### config.mk
export PLATFORM = sky130hd
export DESIGN_NAME = stream_rd_buf
export DESIGN_NICKNAME = d
export VERILOG_FILES = /design/src/hdl/axi_rd_pkg.sv /design/src/hdl/buf_geom_pkg.sv /design/src/hdl/alloc_ctrl.sv /design/src/hdl/alloc_flags.sv /design/src/hdl/ar_issue.sv /design/src/hdl/rd_data_buf.sv /design/src/hdl/stream_rd_buf.sv
export SDC_FILE = /design/constraint.sdc
export NUM_CORES = 2
export LEC_CHECK = 0
export BUFFER_PORTS_ARGS = -buffer_cell sky130_fd_sc_hd__buf_2
export CAP_MARGIN = 20
export CORE_ASPECT_RATIO = 1.4
export CORE_MARGIN = 3
export CORE_UTILIZATION = 55
export DETAILED_ROUTE_END_ITERATION = 10
export PLACE_DENSITY = 0.81
export SLEW_MARGIN = 20
export SYNTH_ARGS = -nofsm -noshare
export SYNTH_HDL_FRONTEND = slang
export SYNTH_SLANG_ARGS = --single-unit
### constraint.sdc
create_clock -name axi_aclk -period 4.2 [get_ports axi_aclk]
set_clock_uncertainty 0.2 [all_clocks]
set_input_delay 0 -clock axi_aclk [delete_from_list [all_inputs] [get_ports axi_aclk]]
set_output_delay 0 -clock axi_aclk [all_outputs]
set_load 0.05 [all_outputs]
### src/hdl/axi_rd_pkg.sv
// Read channel package
// Data width and burst length encoding of the read path

package axi_rd_pkg;

    // --------------------------------------------------
    // Data path
    // --------------------------------------------------

    // Beat width
    localparam int RD_DW = 32;

    // --------------------------------------------------
    // Burst length
    // --------------------------------------------------

    // Length field carries beat count, not count minus one
    localparam int LEN_W = 8;

    // Longest burst a requester may ask for
    localparam int MAX_BURST = 16;

endpackage : axi_rd_pkg

### src/hdl/buf_geom_pkg.sv
// Buffer geometry package
// Depth, pointer and count widths, almost margins
// Shared by the allocator and the data buffer

package buf_geom_pkg;

    // --------------------------------------------------
    // Storage size
    // --------------------------------------------------

    // Entries in the data buffer
    localparam int BUF_DEPTH = 64;

    // Entry address width
    localparam int BUF_AW = $clog2(BUF_DEPTH);

    // Count width, one bit more so a full buffer fits
    localparam int BUF_CW = BUF_AW + 1;

    // --------------------------------------------------
    // Flag margins
    // --------------------------------------------------

    // Almost full once free space drops to this
    localparam int ALMOST_FULL_MARGIN = 4;

    // Almost empty at or below this many reservations
    localparam int ALMOST_EMPTY_MARGIN = 4;

endpackage : buf_geom_pkg

### src/hdl/alloc_ctrl.sv
// Allocation stage
// Virtual FIFO without storage: reserves a whole burst per request,
// gives back one entry per drained beat

`timescale 1ns/10ps

module alloc_ctrl (
    input  logic                            axi_aclk,
    input  logic                            arst_n,
    // Request side
    input  logic                            req_valid,
    input  logic [axi_rd_pkg::LEN_W-1:0]    req_len,
    output logic                            req_ready,
    // Toward the issue queue
    input  logic                            issue_ready,
    output logic                            grant_valid,
    output logic [axi_rd_pkg::LEN_W-1:0]    grant_len,
    // From the data buffer drain
    input  logic                            beat_release,
    // Status
    output logic [buf_geom_pkg::BUF_CW-1:0] space_free,
    output logic                            alloc_full,
    output logic                            alloc_almost_full
);

    import buf_geom_pkg::*;
    import axi_rd_pkg::*;

    logic [BUF_CW:0]   alloc_ptr;
    logic [BUF_CW:0]   rel_ptr;
    logic [BUF_CW:0]   alloc_ptr_next;
    logic [BUF_CW:0]   rel_ptr_next;
    logic [BUF_CW-1:0] count;
    logic              rel_empty;
    logic              fits;

    // --------------------------------------------------
    // Request acceptance
    // --------------------------------------------------

    // Whole burst must fit in what is left
    assign fits = (LEN_W'(space_free) >= req_len);

    // Queue slot and room both needed
    assign req_ready   = issue_ready && fits;
    assign grant_valid = req_valid && req_ready;
    assign grant_len   = req_len;

    // --------------------------------------------------
    // Pointers
    // --------------------------------------------------

    // Jumps by the granted length
    assign alloc_ptr_next = alloc_ptr + (grant_valid ? (BUF_CW + 1)'(req_len) : '0);

    // One step per drained beat
    assign rel_ptr_next = rel_ptr + (BUF_CW + 1)'(beat_release);

    always_ff @(posedge axi_aclk or negedge arst_n) begin
        if (!arst_n) begin
            alloc_ptr <= '0;
            rel_ptr   <= '0;
        end else begin
            alloc_ptr <= alloc_ptr_next;
            rel_ptr   <= rel_ptr_next;
        end
    end

    // Flags see next-state pointers so they land right after the edge
    alloc_flags i_alloc_flags (
        .axi_aclk       (axi_aclk),
        .arst_n         (arst_n),
        .alloc_ptr_next (alloc_ptr_next),
        .rel_ptr_next   (rel_ptr_next),
        .count          (count),
        .full           (alloc_full),
        .almost_full    (alloc_almost_full),
        .empty          (rel_empty),
        .almost_empty   ()
    );

    // Free entries
    assign space_free = BUF_CW'(BUF_DEPTH) - count;

    // --------------------------------------------------
    // Checks
    // --------------------------------------------------

    // A drained beat always has a reservation behind it
    a_release_not_empty : assert property (
        @(posedge axi_aclk) disable iff (!arst_n)
        beat_release |-> !rel_empty
    );

    // Burst lengths stay legal
    a_req_len_range : assert property (
        @(posedge axi_aclk) disable iff (!arst_n)
        grant_valid |-> (req_len >= LEN_W'(1)) && (req_len <= LEN_W'(MAX_BURST))
    );

endmodule : alloc_ctrl

### src/hdl/alloc_flags.sv
// Allocation flag block
// Occupancy and registered full/empty flags from the
// next-state allocation and release pointers

`timescale 1ns/10ps

module alloc_flags (
    input  logic                            axi_aclk,
    input  logic                            arst_n,
    input  logic [buf_geom_pkg::BUF_CW:0]   alloc_ptr_next,
    input  logic [buf_geom_pkg::BUF_CW:0]   rel_ptr_next,
    output logic [buf_geom_pkg::BUF_CW-1:0] count,
    output logic                            full,
    output logic                            almost_full,
    output logic                            empty,
    output logic                            almost_empty
);

    import buf_geom_pkg::*;

    // Occupancy after this edge
    logic [BUF_CW-1:0] count_next;

    // Pointer distance never exceeds depth, low bits are enough
    assign count_next = BUF_CW'(alloc_ptr_next - rel_ptr_next);

    // --------------------------------------------------
    // Registered count and flags
    // --------------------------------------------------

    always_ff @(posedge axi_aclk or negedge arst_n) begin
        if (!arst_n) begin
            count        <= '0;
            full         <= 1'b0;
            almost_full  <= 1'b0;
            // Nothing reserved out of reset
            empty        <= 1'b1;
            almost_empty <= 1'b1;
        end else begin
            count        <= count_next;
            // No free entry left
            full         <= (count_next == BUF_CW'(BUF_DEPTH));
            // Free space at or below the margin
            almost_full  <= (count_next >= BUF_CW'(BUF_DEPTH - ALMOST_FULL_MARGIN));
            // No outstanding reservation
            empty        <= (count_next == '0);
            almost_empty <= (count_next <= BUF_CW'(ALMOST_EMPTY_MARGIN));
        end
    end

endmodule : alloc_flags

### src/hdl/ar_issue.sv
// Address issue stage
// Two-entry queue of granted bursts driving the AR-style channel

`timescale 1ns/10ps

module ar_issue (
    input  logic                         axi_aclk,
    input  logic                         arst_n,
    // From the allocator
    input  logic                         grant_valid,
    input  logic [axi_rd_pkg::LEN_W-1:0] grant_len,
    output logic                         issue_ready,
    // Address channel
    output logic                         ar_valid,
    output logic [axi_rd_pkg::LEN_W-1:0] ar_len,
    input  logic                         ar_ready
);

    import axi_rd_pkg::*;

    // Burst lengths waiting for the address channel
    logic [LEN_W-1:0] slot_len [2];
    logic             wr_ptr;
    logic             rd_ptr;
    logic [1:0]       count;
    logic [1:0]       count_next;
    logic             push;
    logic             pop;

    // --------------------------------------------------
    // Queue control
    // --------------------------------------------------

    assign issue_ready = (count != 2'd2);
    assign push        = grant_valid && issue_ready;
    assign pop         = ar_valid && ar_ready;
    assign count_next  = count + 2'(push) - 2'(pop);

    always_ff @(posedge axi_aclk or negedge arst_n) begin
        if (!arst_n) begin
            wr_ptr   <= 1'b0;
            rd_ptr   <= 1'b0;
            count    <= '0;
            ar_valid <= 1'b0;
        end else begin
            if (push) begin
                wr_ptr <= !wr_ptr;
            end
            if (pop) begin
                rd_ptr <= !rd_ptr;
            end
            count    <= count_next;
            // Valid whenever a burst is left after this edge
            ar_valid <= (count_next != 2'd0);
        end
    end

    // Length slots
    always_ff @(posedge axi_aclk) begin
        if (push) begin
            slot_len[wr_ptr] <= grant_len;
        end
    end

    // Oldest burst first
    assign ar_len = slot_len[rd_ptr];

    // Held burst may not change under back-pressure
    a_ar_stable : assert property (
        @(posedge axi_aclk) disable iff (!arst_n)
        ar_valid && !ar_ready |=> ar_valid && $stable(ar_len)
    );

endmodule : ar_issue

### src/hdl/rd_data_buf.sv
// Read data buffer
// Stores returning beats and presents the oldest on a fall-through
// drain port; each drain gives one reservation back

`timescale 1ns/10ps

module rd_data_buf (
    input  logic                         axi_aclk,
    input  logic                         arst_n,
    // Read data from memory, never stalled
    input  logic                         r_valid,
    input  logic [axi_rd_pkg::RD_DW-1:0] r_data,
    // Drain port
    output logic                         out_valid,
    output logic [axi_rd_pkg::RD_DW-1:0] out_data,
    input  logic                         out_ready,
    // Back to the allocator
    output logic                         beat_release
);

    import buf_geom_pkg::*;
    import axi_rd_pkg::*;

    logic [RD_DW-1:0]  mem [BUF_DEPTH];
    logic [BUF_AW-1:0] wr_ptr;
    logic [BUF_AW-1:0] rd_ptr;
    logic [BUF_CW-1:0] count;
    logic              drain;

    // --------------------------------------------------
    // Drain side
    // --------------------------------------------------

    assign out_valid    = (count != '0);
    assign drain        = out_valid && out_ready;
    // Release is the drain transfer itself
    assign beat_release = drain;

    // Head entry straight out
    assign out_data = mem[rd_ptr];

    // --------------------------------------------------
    // Pointers and count
    // --------------------------------------------------

    always_ff @(posedge axi_aclk or negedge arst_n) begin
        if (!arst_n) begin
            wr_ptr <= '0;
            rd_ptr <= '0;
            count  <= '0;
        end else begin
            // Power-of-two depth, pointers wrap on their own
            if (r_valid) begin
                wr_ptr <= wr_ptr + 1'b1;
            end
            if (drain) begin
                rd_ptr <= rd_ptr + 1'b1;
            end
            count <= count + BUF_CW'(r_valid) - BUF_CW'(drain);
        end
    end

    // Beat storage
    always_ff @(posedge axi_aclk) begin
        if (r_valid) begin
            mem[wr_ptr] <= r_data;
        end
    end

    // Reservation upstream keeps room for every returning beat
    a_no_write_when_full : assert property (
        @(posedge axi_aclk) disable iff (!arst_n)
        r_valid |-> (count != BUF_CW'(BUF_DEPTH))
    );

endmodule : rd_data_buf

### src/hdl/stream_rd_buf.sv
// Pre-allocating read-stream buffer
// Allocation, address issue and data buffer stages in a row

`timescale 1ns/10ps

module stream_rd_buf (
    input  logic                            axi_aclk,
    input  logic                            arst_n,
    // Request channel
    input  logic                            req_valid,
    input  logic [axi_rd_pkg::LEN_W-1:0]    req_len,
    output logic                            req_ready,
    // Address channel
    output logic                            ar_valid,
    output logic [axi_rd_pkg::LEN_W-1:0]    ar_len,
    input  logic                            ar_ready,
    // Read data channel
    input  logic                            r_valid,
    input  logic [axi_rd_pkg::RD_DW-1:0]    r_data,
    // Drain channel
    output logic                            out_valid,
    output logic [axi_rd_pkg::RD_DW-1:0]    out_data,
    input  logic                            out_ready,
    // Status
    output logic [buf_geom_pkg::BUF_CW-1:0] space_free,
    output logic                            alloc_full,
    output logic                            alloc_almost_full
);

    import axi_rd_pkg::*;

    // Stage to stage
    logic             grant_valid;
    logic [LEN_W-1:0] grant_len;
    logic             issue_ready;
    logic             beat_release;

    alloc_ctrl i_alloc_ctrl (
        .axi_aclk          (axi_aclk),
        .arst_n            (arst_n),
        .req_valid         (req_valid),
        .req_len           (req_len),
        .req_ready         (req_ready),
        .issue_ready       (issue_ready),
        .grant_valid       (grant_valid),
        .grant_len         (grant_len),
        .beat_release      (beat_release),
        .space_free        (space_free),
        .alloc_full        (alloc_full),
        .alloc_almost_full (alloc_almost_full)
    );

    ar_issue i_ar_issue (
        .axi_aclk    (axi_aclk),
        .arst_n      (arst_n),
        .grant_valid (grant_valid),
        .grant_len   (grant_len),
        .issue_ready (issue_ready),
        .ar_valid    (ar_valid),
        .ar_len      (ar_len),
        .ar_ready    (ar_ready)
    );

    rd_data_buf i_rd_data_buf (
        .axi_aclk     (axi_aclk),
        .arst_n       (arst_n),
        .r_valid      (r_valid),
        .r_data       (r_data),
        .out_valid    (out_valid),
        .out_data     (out_data),
        .out_ready    (out_ready),
        .beat_release (beat_release)
    );

endmodule : stream_rd_buf

==> impl_metrics.toml <==
[outcome]
run_status = "finished, violations left"
violations = "negative setup slack"

[worst_setup_path]
endpoint_kind = "flip-flop"
slowest_delay_ps = 510
timing.rr.start = "i_alloc_ctrl.i_alloc_flags.count[1]$_DFF_PN0_"
slowest_stage = "or4_1"
critPathArrivalTime_ps = 5350
critPathLaunchType = "flip-flop"
crit_buf_inv = 2
crit_start = "i_alloc_ctrl.i_alloc_flags.count[1]$_DFF_PN0_"
cp.required_ps = 4690
crit_fanout = 6
crit_family = "compound AO/OA/AOI/OAI gates"
crit_type = "flip-flop to flip-flop"
path_cells = "inv_2 > ha_4 > nand2_4 > nor3_4 > xor2_4 > ha_4 > nand4b_1 > a211oi_2 > o21a_4 > nand2_2 > buf_4 > nor2_1 > ha_1 > o21ai_0 > o21bai_1 > a21oi_2 > xnor2_1 > ha_1 > a31oi_4 > nor2_1 > or4_1"

[power]
power.switching_mw = 21.5
p_leak_nw = 29.6
power_mw = 64.6
internal_power_mw = 43.1
peakVddDrop_mv = 0.885
power_frac_clock = 0.262
netSwitchingFraction = 0.333
combPwrFrac = 0.351
p_per_area_nw_per_um2 = 691
p_seq_frac = 0.387

[clock_network]
clock_latency_ps = 830
cts-root-buf = "clkbuf_16"
cts_made_buffers = 182
cts_htree_levels = 4
cts_tree = "yes"
clkTransAtPathRegs_ps = 60
cts_buffer_depth = 3
numClockSinks = 2111

[die]
die_x_um = 331
rows = 166
core_um2 = 147000
fp.dieH_um = 462
initial_core_util = 0.556
ioPinCount = 98
die_area_um2 = 153000

[placed_design]
placed_area_um2 = 86400
dp_slack_ps = -633
gp_congestion = 0.836
hpwl_mm = 118
placed_cells_incl_taps = 5467
port_buffers = 97

[global_routing]
grt.overflow.total = 0
grt_pass1_vias = 42703
track_usage = 0.302
grt_pass1_wl_mm = 324
grt_max_degree = 80
antenna_found_initial = 6

[detailed_routing]
routed_wl_mm = 236
detail_route.iter0.violations = 6771
drc = 0
drt_pass1_iterations = 6
detail-route-antenna-nets = 0
num_vias = 41958
via_per_inst = 7.12
routedWlPerCell_um = 40.1

[synthesis]
synth_top_cell_by_area = "edfxtp_1"
mappedNetlistArea_um2 = 81500
synthesis.nets = 3500
yosys_warnings = 0
syn_avg_cell_area_um2 = 23.9
synth.distinct_cells = 54
synth-edff-count = 2064
synth_commonest_cells = "2064 x edfxtp_1, 626 x mux4_2, 87 x nor2_1"
ys_ff_latch = 2111
yosysSeqAreaShare = 0.775
yosysMostFrequentCell = "edfxtp_1"
synth_top_cell_area_share = 0.760
synthCells = 3416
synth_area_leaders = "edfxtp_1 76%, mux4_2 17%, dfrtp_1 1.4%"
synth-main-ff-cell = "edfxtp_1"
async_reset_ff_frac = 0.0223

[worst_hold_path]
holdCritPathClass = "input port to flip-flop"
min-delay-start = "r_data[27]"

[sta]
period_minus_slack_ps = 4870
slew_violations = 0
holdWs_ps = 80.2
period_share = 1.16
rsz0062_at_grt = "yes"
fin_ws_ps = -665
worst_slew_pin_slew_ps = 1140
fmax_mhz = 206
hold_violations = 0
setup_tns_ps = -2210
worst_slew_margin_rel = 0.243
setup_viol = 9

[cells_and_area]
final_layout_size_suffix_gt1_frac = 0.346
stdcell_area_um2 = 93600
area_delta_synth_final_pct = 14.7
final_nets = 3896
final_cells = 5895
final_util = 0.638

[run]
max_cap_viol_count = 0
## layer usage
metal	wire length, um	vias to the layer above	part of all wire	track usage
li1	-	15378	-	-
met1	72300	21624	0.31	0.375
met2	116000	3950	0.49	0.491
met3	30200	1002	0.13	0.0723
met4	17500	4	0.074	0.177
met5	23	-	0.000097	0
## power by group through the flow
stage	sequential, mW	combinational, mW	clock, mW
6_report	25.0	22.7	16.9
5_1_grt	25.1	23.5	17.7
4_1_cts	25.0	21.7	16.9
3_5_place_dp	25.5	20.4	0
3_3_place_gp	25.5	20.1	0
2_1_floorplan	24.8	14.5	0
## flip-flops by register name, summed over array words and instances (netlist names)
register and cells:
i_rd_data_buf.wr_ptr 6, i_ar_issue.slot_len 16, i_rd_data_buf.mem 2048, i_alloc_ctrl.i_alloc_flags.count 7
i_alloc_ctrl.i_alloc_flags.full 1, i_ar_issue.ar_valid 1, i_alloc_ctrl.i_alloc_flags.almost_full 1, i_rd_data_buf.count 7
i_alloc_ctrl.rel_ptr 7, i_alloc_ctrl.alloc_ptr 7, i_ar_issue.rd_ptr 1, i_ar_issue.count 2
i_ar_issue.wr_ptr 1, i_rd_data_buf.rd_ptr 6
## path summary, 6_finish.rpt
path | end | slack [ps] | cells past startpoint
worst min register to register | i_ar_issue.wr_ptr$_DFFE_PN0P_ | 300 | 1
worst min-delay path | i_rd_data_buf.mem[52][27]$_DFFE_PP_ | 80 | 2
max in group asynchronous | i_rd_data_buf.rd_ptr[5]$_DFFE_PN0P_ | 2600 | 4
worst max register to register | i_alloc_ctrl.i_alloc_flags.almost_full$_DFF_PN0_ | -670 | 21
worst max-delay path | i_alloc_ctrl.i_alloc_flags.almost_full$_DFF_PN0_ | -670 | 21
min in group asynchronous | i_alloc_ctrl.i_alloc_flags.count[1]$_DFF_PN0_ | 130 | 3
## logic make-up (layout without fill, tap and decap cells)
family / Yosys count / after routing / synth area share
xor+xnor: 46 / 46 / 0.00548
compound gates: 137 / 137 / 0.0112
simple gates: 187 / 187 / 0.0111
flops: 2111 / 2111 / 0.775
fa+ha+maj: 38 / 38 / 0.00611
buf+inv: 220 / 762 / 0.0122
other cells: 0 / 5 / 0
mux: 677 / 677 / 0.179
## layout make-up
cell class	count	area, um^2
Inverter	40	150
Timing Repair Buffer	392	3710
Sequential cell	2111	63200
Clock buffer	214	4730
Tap cell	1932	2420
Fill cell	8856	53100
Multi-Input combinational cell	1085	18200
Antenna cell	5	12.5
Clock inverter	116	1110
## placed cells by master (no fill, tap or decap), types with 16 or more instances in the layout
cell / n
inv_1: 35
mux2i_1: 35
a211oi_1: 55
a21oi_1: 38
nor2b_1: 42
buf_12: 45
buf_2: 79
mux4_2: 626
bufinv_16: 16
buf_4: 187
xnor2_1: 25
edfxtp_1: 2064
clkbuf_16: 188
clkinv_1: 44
nor2_4: 65
dlygate4sd3_1: 60
clkbuf_1: 29
ha_1: 30
clkinv_2: 32
nand2_1: 16
dfrtp_1: 41
nor2_1: 21
## what timing repair did
item                       in CTS  in global routing
buffers inserted               16                 13
hold buffers                   59                  1
setup endpoints to repair      36                 18
cloned                          0                  4
gates resized for setup        32                 27
hold endpoints to repair     2188                 14
pin swaps                      20                 17
Power figures use the tool's default switching activity.
